## src/rtl/calc_pkg.sv

```systemverilog
package calc_pkg;

    localparam int data_width  = 16;
    localparam int add_steps   = 4;    // One step per nibble
    localparam int mul_steps   = 16;   // One step per multiplier bit
    localparam int count_width = 5;    // Wide enough to hold mul_steps

    // Operator coding as seen on the keypad lines
    typedef enum logic [2:0] {
        op_none = 3'b000,              // No operator held
        op_add  = 3'b001,
        op_sub  = 3'b010,
        op_mul  = 3'b100
    } calc_op_t;

    typedef enum logic [2:0] {
        get_first,                     // Entering operand a
        get_second,                    // Entering operand b
        run_add,                       // Adder or subtractor busy
        run_mul,                       // Multiplier busy
        show                           // Result on display
    } calc_state_t;

    typedef struct packed {
        logic [data_width-1:0] a;      // First operand
        logic [data_width-1:0] b;      // Second operand
    } operand_pair_t;

    typedef struct packed {
        logic load_add;                // Start pulse for the adder
        logic load_mul;                // Start pulse for the multiplier
        logic sub;                     // Subtract select, valid with load_add
    } unit_ctrl_t;

endpackage
```

## src/rtl/calc_top.sv

```systemverilog
`timescale 1ns/1ns

module calc_top (
    input  logic                             clk,
    input  logic                             nRST,
    input  logic [3:0]                       key_digit,
    input  logic                             key_strobe,
    input  calc_pkg::calc_op_t               op_code,
    input  logic                             op_strobe,
    input  logic                             equal_strobe,
    output logic                             complete,
    output logic [calc_pkg::data_width-1:0]  display_output
);
    import calc_pkg::*;

    operand_pair_t          operands;
    unit_ctrl_t             ctrl;
    logic                   capture_a;
    logic                   capture_b;
    logic                   clear;
    logic                   cnt_load;
    logic [count_width-1:0] cnt_value;
    logic                   busy;
    logic                   last;
    logic                   result_sel;
    logic                   show_load;
    logic [data_width-1:0]  add_result;
    logic [data_width-1:0]  mul_result;

    calc_fsm calc_fsm_i (
        .clk          (clk),
        .nRST         (nRST),
        .key_strobe   (key_strobe),
        .op_code      (op_code),
        .op_strobe    (op_strobe),
        .equal_strobe (equal_strobe),
        .last         (last),
        .capture_a    (capture_a),
        .capture_b    (capture_b),
        .clear        (clear),
        .ctrl         (ctrl),
        .cnt_load     (cnt_load),
        .cnt_value    (cnt_value),
        .result_sel   (result_sel),
        .show_load    (show_load),
        .complete     (complete)
    );

    step_counter step_counter_i (
        .clk   (clk),
        .nRST  (nRST),
        .load  (cnt_load),
        .count (cnt_value),
        .busy  (busy),
        .last  (last)
    );

    operand_regs operand_regs_i (
        .clk       (clk),
        .nRST      (nRST),
        .key_digit (key_digit),
        .capture_a (capture_a),
        .capture_b (capture_b),
        .clear     (clear),
        .operands  (operands)
    );

    // Both units step on busy, only the selected one is shown
    serial_addsub serial_addsub_i (
        .clk      (clk),
        .nRST     (nRST),
        .operands (operands),
        .load     (ctrl.load_add),
        .sub      (ctrl.sub),
        .step     (busy),
        .result   (add_result)
    );

    shift_add_mult shift_add_mult_i (
        .clk      (clk),
        .nRST     (nRST),
        .operands (operands),
        .load     (ctrl.load_mul),
        .step     (busy),
        .result   (mul_result)
    );

    always_ff @(posedge clk or negedge nRST) begin
        if (!nRST) begin
            display_output <= '0;
        end else if (show_load) begin
            display_output <= result_sel ? mul_result : add_result;
        end
    end

endmodule

```

## src/rtl/shift_add_mult.sv

```systemverilog
`timescale 1ns/1ns

module shift_add_mult (
    input  logic                             clk,
    input  logic                             nRST,
    input  calc_pkg::operand_pair_t          operands,
    input  logic                             load,
    input  logic                             step,
    output logic [calc_pkg::data_width-1:0]  result
);
    import calc_pkg::*;

    logic [data_width-1:0] mcand;            // Shifts left once per step
    logic [data_width-1:0] mplier;           // Shifts right, bit 0 is current
    logic [data_width-1:0] product;

    always_ff @(posedge clk or negedge nRST) begin
        if (!nRST) begin
            mcand   <= '0;
            mplier  <= '0;
            product <= '0;
        end else if (load) begin
            mcand   <= operands.a;
            mplier  <= operands.b;
            product <= '0;
        end else if (step) begin
            if (mplier[0]) begin
                product <= product + mcand;  // Partial product, low 16 bits only
            end
            mcand  <= mcand << 1;
            mplier <= mplier >> 1;
        end
    end

    assign result = product;

endmodule

```

## src/rtl/serial_addsub.sv

```systemverilog
`timescale 1ns/1ns

module serial_addsub (
    input  logic                             clk,
    input  logic                             nRST,
    input  calc_pkg::operand_pair_t          operands,
    input  logic                             load,
    input  logic                             sub,
    input  logic                             step,
    output logic [calc_pkg::data_width-1:0]  result
);
    import calc_pkg::*;

    logic [data_width-1:0] op_a;
    logic [data_width-1:0] op_b;
    logic [data_width-1:0] sum;
    logic                  carry;
    logic [4:0]            nibble_sum;       // Carry out plus four sum bits

    assign nibble_sum = {1'b0, op_a[3:0]} + {1'b0, op_b[3:0]} + {4'd0, carry};

    always_ff @(posedge clk or negedge nRST) begin
        if (!nRST) begin
            op_a  <= '0;
            op_b  <= '0;
            sum   <= '0;
            carry <= 1'b0;
        end else if (load) begin
            op_a  <= operands.a;
            op_b  <= sub ? ~operands.b : operands.b;   // a + ~b + 1 for a - b
            carry <= sub;
            sum   <= '0;
        end else if (step) begin
            sum   <= {nibble_sum[3:0], sum[data_width-1:4]};   // New nibble enters at top
            op_a  <= {op_a[3:0], op_a[data_width-1:4]};
            op_b  <= {op_b[3:0], op_b[data_width-1:4]};
            carry <= nibble_sum[4];
        end
    end

    // Four shifts bring the first nibble down to bit 0
    assign result = sum;

endmodule

```

## src/rtl/operand_regs.sv

```systemverilog
`timescale 1ns/1ns

module operand_regs (
    input  logic                     clk,
    input  logic                     nRST,
    input  logic [3:0]               key_digit,
    input  logic                     capture_a,
    input  logic                     capture_b,
    input  logic                     clear,
    output calc_pkg::operand_pair_t  operands
);
    import calc_pkg::*;

    operand_pair_t next_operands;
    logic          digit_ok;

    // Times ten as x*8 + x*2, then the new digit, wrapping at 16 bits
    function automatic logic [data_width-1:0] shift_in_digit(
        input logic [data_width-1:0] value,
        input logic [3:0]            digit
    );
        logic [data_width-1:0] times_ten;
        times_ten = (value << 3) + (value << 1);
        return times_ten + data_width'(digit);
    endfunction

    assign digit_ok = (key_digit <= 4'd9);   // Codes 10 to 15 are not digits

    always_comb begin
        next_operands = clear ? '0 : operands;   // Clear first, then capture
        if (digit_ok && capture_a) begin
            next_operands.a = shift_in_digit(next_operands.a, key_digit);
        end
        if (digit_ok && capture_b) begin
            next_operands.b = shift_in_digit(next_operands.b, key_digit);
        end
    end

    always_ff @(posedge clk or negedge nRST) begin
        if (!nRST) begin
            operands <= '0;
        end else begin
            operands <= next_operands;
        end
    end

endmodule

```

## src/rtl/step_counter.sv

```systemverilog
`timescale 1ns/1ns

module step_counter (
    input  logic                              clk,
    input  logic                              nRST,
    input  logic                              load,
    input  logic [calc_pkg::count_width-1:0]  count,
    output logic                              busy,
    output logic                              last
);
    import calc_pkg::*;

    logic [count_width-1:0] remaining;     // Steps still to run

    always_ff @(posedge clk or negedge nRST) begin
        if (!nRST) begin
            remaining <= '0;
        end else if (load) begin
            remaining <= count;
        end else if (busy) begin
            remaining <= remaining - 1'b1;
        end
    end

    assign busy = (remaining != '0);
    assign last = (remaining == count_width'(1));   // Final step in progress

    // A new start while a unit is still stepping would corrupt its result
    a_no_load_busy: assert property (@(posedge clk) disable iff (!nRST)
        load |-> !busy);

endmodule

```

## src/rtl/calc_fsm.sv

```systemverilog
`timescale 1ns/1ns

module calc_fsm (
    input  logic                              clk,
    input  logic                              nRST,
    input  logic                              key_strobe,
    input  calc_pkg::calc_op_t                op_code,
    input  logic                              op_strobe,
    input  logic                              equal_strobe,
    input  logic                              last,
    output logic                              capture_a,
    output logic                              capture_b,
    output logic                              clear,
    output calc_pkg::unit_ctrl_t              ctrl,
    output logic                              cnt_load,
    output logic [calc_pkg::count_width-1:0]  cnt_value,
    output logic                              result_sel,
    output logic                              show_load,
    output logic                              complete
);
    import calc_pkg::*;

    calc_state_t state, next_state;
    calc_op_t    held_op, next_op;
    logic        op_valid;
    logic        start;
    logic        running;

    assign op_valid = op_strobe && (op_code inside {op_add, op_sub, op_mul});
    assign start    = (state == get_second) && equal_strobe;
    assign running  = (state == run_add) || (state == run_mul);

    always_comb begin
        next_state = state;
        next_op    = held_op;
        case (state)
            get_first: begin
                if (op_valid) begin
                    next_state = get_second;
                    next_op    = op_code;    // Operator ends operand a
                end
            end
            get_second: begin
                if (equal_strobe) begin
                    next_state = (held_op == op_mul) ? run_mul : run_add;
                end
            end
            run_add, run_mul: begin
                if (last) begin
                    next_state = show;
                end
            end
            show: begin
                if (key_strobe) begin
                    next_state = get_first;  // New entry starts from scratch
                    next_op    = op_none;
                end
            end
            default: next_state = get_first;
        endcase
    end

    // Entry enables, only outside the run states
    assign capture_a = key_strobe && ((state == get_first) || (state == show));
    assign capture_b = key_strobe && (state == get_second);
    assign clear     = key_strobe && (state == show);

    always_comb begin
        ctrl          = '0;
        ctrl.load_add = start && (held_op != op_mul);
        ctrl.load_mul = start && (held_op == op_mul);
        ctrl.sub      = (held_op == op_sub);
    end

    assign cnt_load   = start;
    assign cnt_value  = (held_op == op_mul) ? count_width'(mul_steps) : count_width'(add_steps);
    assign result_sel = (held_op == op_mul);

    always_ff @(posedge clk or negedge nRST) begin
        if (!nRST) begin
            state     <= get_first;
            held_op   <= op_none;
            show_load <= 1'b0;
            complete  <= 1'b0;
        end else begin
            state     <= next_state;
            held_op   <= next_op;
            show_load <= running && last;    // One pulse on entering show
            if (clear) begin
                complete <= 1'b0;
            end else if (show_load) begin
                complete <= 1'b1;
            end
        end
    end

    // The counter only reports a final step while a unit runs
    a_last_in_run: assert property (@(posedge clk) disable iff (!nRST)
        last |-> running);

    // Display load lands one cycle after the started unit's final step
    a_show_after_last: assert property (@(posedge clk) disable iff (!nRST)
        show_load |-> $past(ctrl.load_add, add_steps + 1) || $past(ctrl.load_mul, mul_steps + 1));

endmodule

```

## config.mk

```make
export PLATFORM = sky130hd
export DESIGN_NAME = calc_top
export DESIGN_NICKNAME = d
export VERILOG_FILES = /design/src/rtl/calc_pkg.sv /design/src/rtl/calc_top.sv /design/src/rtl/shift_add_mult.sv /design/src/rtl/serial_addsub.sv /design/src/rtl/operand_regs.sv /design/src/rtl/step_counter.sv /design/src/rtl/calc_fsm.sv
export SDC_FILE = /design/constraint.sdc
export NUM_CORES = 1
export LEC_CHECK = 0
export BUFFER_PORTS_ARGS = -buffer_cell sky130_fd_sc_hd__buf_2
export CORE_ASPECT_RATIO = 1.4
export CORE_MARGIN = 2
export CORE_UTILIZATION = 50
export DETAILED_ROUTE_END_ITERATION = 10
export GPL_ROUTABILITY_DRIVEN = 0
export GPL_TIMING_DRIVEN = 0
export PLACE_DENSITY = 0.69
export SKIP_LAST_GASP = 1
export SYNTH_ARGS = -nofsm -noshare
export SYNTH_HDL_FRONTEND = slang
export SYNTH_SLANG_ARGS = --single-unit
```

## constraint.sdc

```tcl
create_clock -name clk -period 4.1 [get_ports clk]
set_input_delay 0.205 -clock clk [delete_from_list [all_inputs] [get_ports clk]]
set_output_delay 0.205 -clock clk [all_outputs]
set_load 0.05 [all_outputs]
```

## After elaboration in Yosys (flattened, before gate mapping)

Cells that the tools add are included.

| word-level totals | value |
|---|---|
| flip-flop bits (word level) | 158 |
| bits of input ports | 12 |
| output and inout port bits | 17 |
| logic and storage cells | 102 |

| cells by class | value |
|---|---|
| add/subtract/negate cells | 8 |
| order comparisons | 1 |
| eq/ne operators | 15 |
| multiplexer cells | 33 |
| bitwise gates (word level) | 1 |
| reductions and logical operators | 27 |

Operator list:

| cell | count |
|---|---|
| $mux W16 | 17 |
| $add A16 B16 Y16 | 3 |
| $add A16 B4 Y16 | 2 |
| $mux W32 | 1 |
| $not A16 Y16 | 1 |
| $reduce_bool A2 Y1 | 8 |
| $mux W3 | 5 |
| $mux W5 | 3 |
| $eq A3 B2 Y1 const B | 4 |
| $pmux W3 S4 | 1 |
| $logic_and A1 B1 Y1 | 10 |
| $eq A3 B3 Y1 const B | 3 |
| $eq A3 B1 Y1 const B | 2 |
| $pmux W3 S2 | 1 |
| $add A4 B4 Y5 | 1 |
| $add A5 B1 Y5 | 1 |
| $eq A5 B1 Y1 const B | 1 |
| $mux W1 | 5 |
| $reduce_bool A5 Y1 | 1 |
| $sub A5 B1 Y5 const B | 1 |
| $le A4 B4 Y1 const B | 1 |
| $ne A2 B1 Y1 const B | 2 |
| $ne A2 B2 Y1 const B | 2 |
| $reduce_and A4 Y1 | 1 |
| other kinds (7) | 8 |

## Logic depth before layout (Yosys ltp)

| depth | value |
|---|---|
| word-level depth | 6 |
| depth in mapped cells | 16 |

## Modules after synthesis

Synthesis repeated with hierarchy kept, for this count alone.

| second synthesis, totals | value |
|---|---|
| cells, all modules | 1,007 |
| area total of the unflattened synthesis | 9,848.2 µm² |

By module, submodules not included:

| module | instances | cells an instance | area each (µm²) | sequential area each (µm²) |
|---|---|---|---|---|
| operand_regs | 1 | 337 | 3,071.7 | 800.8 |
| shift_add_mult | 1 | 288 | 2,747.6 | 1,201.2 |
| serial_addsub | 1 | 226 | 2,461.1 | 1,226.2 |
| calc_top | 1 | 69 | 745.7 | 400.4 |
| calc_fsm | 1 | 55 | 519.2 | 200.2 |
| step_counter | 1 | 32 | 302.8 | 125.1 |

## Worst setup path before layout

Ideal clock, no wire load.

| timing | value |
|---|---|
| path kind | flip-flop to flip-flop |
| start point | register calc_fsm_i.state[0] |
| end point | register operand_regs_i.operands[14] (netlist name) |
| setup time | 0.136 ns |
| arrival time | 3.291 ns |
| data required time | 3.964 ns |
| slack | 0.673 ns |
| cell stages (with the launch flop) | 17 |
| buffers on the path | 2 |
| cells stage by stage | dfrtp_1 clkbuf_1 nor2_1 nand3_1 clkbuf_1 and2_1 ha_1 ha_1 inv_1 fa_1 nor2b_1 o211ai_1 a31oi_1 a31oi_1 and3_1 nor4b_1 a21oi_1 |

RTL lines:

| what | RTL line | RTL |
|---|---|---|
| from (decl) | calc_fsm.sv:23 | `calc_state_t state, next_state;` |
| from (signal assigned) | calc_fsm.sv:81 | `state <= get_first;` |
| from (signal assigned) | calc_fsm.sv:86 | `state <= next_state;` |

==> results.md <==
- At the pin with the least slew margin, the transition time is 0.8721 ns.
- The cell type with the highest occurrence count on the critical path is ha_1.
- Subtracting the final worst setup slack from the clock period gives 3.814 ns.
- The TritonCTS clock tree is built.
- After the first detailed-routing iteration, the DRC count stood at 534.
- The final wirelength is 24400 µm.
- Overall power consumption after layout is estimated at 0.009453 W.
- For met3 alone, demand over resource in global routing was 3.390%.
- The global-route congestion overflow total is 0.
- The data arrival time of the critical path is 4.11 ns.
- The final hold violation count was 0.
- After filler insertion, the fill cell instance count of the layout stands at 1745.
- The startpoint type of the worst setup path is a flop.
- The global routing usage on met2 is 44.86%.
- The via density per instance is 5.731.
- The finished layout holds 1404 standard cells, fillers aside.
- Derived from the worst setup path, the maximum achievable clock frequency is 0.2622 GHz.
- The region available for standard cell placement spans 0.01860 mm².
- On the critical path, the stage with the largest delay is an instance of fa_1.
- The fraction of registers with async set/reset is 100.0%.
- The pre-antenna-repair detailed-routing pass consisted of 5 iterations.
- The DRC violations left is 0.
- The period utilization is 93.03%.
- The deepest clock path buffer count is 2.
- In this run the vertical extent of the chip is 166.8 µm.
- At the end of the flow the core is filled with cells to 57.01%.
- The initial antenna violation count is 0.
- The first global-routing pass estimated 40720 µm of wire.
- The maximum resistive drop on vdd is 0.4049 mV.
- Setup repair after global routing left no endpoint under its margin.
- Synthesis produced a netlist with a net count of 1188.
- The number of warnings issued by yosys is 0.
- The number of instances in the synthesized netlist is 1098.
- The number of buffers and inverters on the critical path is 3.
- The max-slew violation count is 0.
- Of the post-synthesis cell area, the dominant cell type holds 41.78%.
- The path category of the worst min-delay check is in -> reg.
- From synthesis to final layout, the design area changed by 12.07%.
- The headroom to the max-slew limit is 41.54%.
- The die width is 120.3 µm.
- The largest single stage delay on the critical path is 0.39 ns.
- Once the floorplan was initialized, standard cells occupied 50.87% of the core.
- For the worst setup path, the data required time is 4.40 ns.
- Setup violations remaining at the end of the flow were counted as 0.
- The clock edge transition at the registers on the reported setup and hold paths is 0.06 ns.
- STA classifies the critical path endpoint as a flop.
- In this run, synthesis inferred 0 flip-flops with an integrated enable.
- The worst setup path is of the reg -> reg kind.
- Global routing used 29.85% of the available met1 tracks.
- The net count of the finished layout is 1239.
- The post-route netlist has 8.017% of its cells at a drive strength greater than 1.
- The multi-input combinational cells in the finished layout cover a total of 0.005151 mm².
- The die covers 0.02006 mm².
- TritonCTS created 17 clock buffers.
- Dividing total power by cell area gives a power density of 891.4 mW/mm².
- The flow ran to the end, and the final reports show no timing, DRC or antenna violations.
- The final worst clock skew is 0.005182 ns.
- Max-cap violations in this run came to 0.
- The biggest area consumer among synthesized cells is dfrtp_1.
- 0 antenna diodes ended up in the layout.
- The clock tree synthesis step divided the H-tree into 4 levels.
- The number of global-route vias before repair is 8105.
- The largest fanout on the critical path is 10.
- The maximum number of pins on one net before global-route repair is 90.
- Clock latency on the worst-skew pair, taken at its later pin, is 0.43 ns.
- The standard cell area after detailed placement is 0.009946 mm².
- The half-perimeter wire length after placement is 18240 µm.
- Summing all non-filler instances in the final layout gives an area of 0.01061 mm².
- The standard-cell row count is 59.
- In this run the most used layer during global routing was met2.
- The count of port buffers added during placement is 28.
- A synthesized cell averages 8.618 µm².
- Summing over every cut layer, the via total after detailed routing is 8046.
- The leakage power is 5.015 nW.
- For this run, the leading register cell type out of synthesis is dfrtp_1.
- Walking the worst path, the cells encountered are clkbuf_1 -> nor2_4 -> nand3_2 -> clkbuf_2 -> and2_1 -> ha_1 -> ha_1 -> inv_1 -> fa_1 -> nor2b_1 -> o211ai_1 -> a31oi_2 -> a31oi_1 -> and3_1 -> nor4b_1 -> a21oi_1.
- The sequential-to-total area share from yosys stat is 41.78%.
- The area of the mapped netlist is 0.009463 mm².
- The number of different library cells used by synthesis comes to 57.
- The global routing usage summed across all routing layers is 25.61%.
- The sequential cell area in the final layout is 0.003954 mm².
- Clock tree synthesis found a total of 158 sinks.
- Sorting the synthesized cells by area gives the leading types as dfrtp_1 (42%), ha_1 (9.7%), nand2_1 (9.0%).
- The synthesized design contains 158 register bits.
- After detailed routing, the average wire length per cell comes to 17.38 µm.
- The total I/O pin count is 29.
- The instance count after placement with tap cells included is 1371.
- The cell family contributing the most delay on the critical path is simple AND/OR/NAND/NOR gates.
- The number of routed nets with antenna violations is 0.
- The tree is rooted in a clkbuf_16.
-- cells in the final DEF, fill, tap and decap left out, types with 4 or more instances in the layout --
cell type,instances
mux2i_1,16
o21ai_1,7
xnor2_1,25
a31oi_1,66
clkbuf_16,17
o21ai_0,51
dfrtp_1,158
ha_1,73
nand2b_1,9
nor2b_1,4
o31ai_1,4
bufinv_16,4
nand2_1,226
buf_2,43
xor2_1,34
nor3_1,12
clkbuf_1,37
and2_1,28
a21o_1,10
inv_1,26
a21oi_1,82
nand3_1,18
and3_1,5
nor2_1,108
fa_1,5
buf_1,9
nor3b_1,4
a211oi_1,9
or3_1,5
-- final cells by class --
| class | count | share of cell area [%] |
|---|---|---|
| clock buffers | 23 | 4.507 |
| repair buffers | 32 | 1.911 |
| plain buffers | 64 | 2.655 |
| inverters | 26 | 0.9202 |
| flip-flops and latches | 158 | 37.28 |
| multi-input cells | 850 | 48.57 |
| well taps | 244 | 2.879 |
| clock inverters | 7 | 1.274 |
-- metal layers --
metal / wire length, µm / part of all wire, % / vias up
met5: 0 / 0 / -
met4: 1269 / 5.2 / 0
met3: 652 / 2.7 / 63
met2: 12480 / 51 / 179
met1: 9999 / 41 / 3927
li1: - / - / 3877
-- sequential cells by signal (all words and copies together) (netlist names), 5 cells and up --
signal,flops
serial_addsub_i.op_a,16
serial_addsub_i.result,16
serial_addsub_i.op_b,16
operand_regs_i.operands,32
display_output,16
shift_add_mult_i.mplier,16
shift_add_mult_i.result,16
shift_add_mult_i.mcand,16
step_counter_i.remaining,5
-- through the flow --
stage               hold WS (ns)  setup slack, ns  setup TNS (ns)
floorplan               -0.09059           0.6731               0
global placement          0.4440          -0.2972         -0.3403
detailed placement        0.2089          -0.3489         -0.4593
CTS                     0.005743          0.01248               0
global route             0.01600          0.05479               0
finish                   0.01246           0.2858               0
-- worst paths after layout --
check,cells past startpoint,slack [ns],from,endpoint
min,3,0.01,key_digit[0],operand_regs_i.operands[16]
max,16,0.29,calc_fsm_i.state[0],operand_regs_i.operands[14]
min in group asynchronous,2,0.33,nRST,display_output[13]
max reg2reg,16,0.29,calc_fsm_i.state[0],operand_regs_i.operands[14]
min reg2reg,1,0.48,calc_fsm_i.complete,calc_fsm_i.complete
max in group asynchronous,3,2.92,nRST,shift_add_mult_i.mplier[3]
-- cell usage after synthesis (all sizes together), types with 2 or more instances --
library cell    n
ha             73
clkbuf         36
xor2           34
nand3          19
and2           30
a21o           11
o2111ai         3
o211ai          3
o21a            3
a41oi           2
nand4           2
mux2i          16
a22o            3
mux2            2
or3             5
fa              5
o21bai          3
a211oi         10
nand2         226
a31o            2
a22oi           2
o31ai           4
and3            6
dfrtp         158
inv            26
nor3           13
nor4            2
a21oi          82
buf            28
xnor2          25
nand2b          9
nor3b           4
nor2b           4
a31oi          67
o21ai          60
nor2          109
-- tightest hold or removal path, delay by kind of cell --
family / cells / cell delay, ns
compound gates: 1 / 0.06
simple gates: 1 / 0.04
buf+inv: 1 / 0.10
-- logic make-up (layout without fill, tap and decap cells) --
family,after synthesis,count (layout),synth area share [%]
mux,18,18,1.930
xor+xnor,59,59,5.461
simple gates,432,432,19.46
flops,158,158,41.78
buf+inv,90,152,3.980
fa+ha+maj,78,78,10.71
compound gates,263,263,16.67
-- power breakdown --
| group | internal [W] | switching [W] |
|---|---|---|
| sequential | 0.00228 | 0.000637 |
| clock | 0.00106 | 0.000617 |
| combinational | 0.00196 | 0.00291 |
-- repair_timing --
action | 4_1_cts | 5_1_grt
hold buffers | 1 | 0
endpoints found under the setup margin | 4 | 8
pin swaps | 0 | 1
buffers inserted | 0 | 2
resized for setup | 4 | 3
gates cloned | 0 | 0
hold endpoints to repair | 69 | 0
(Power assumes the default switching activity.)
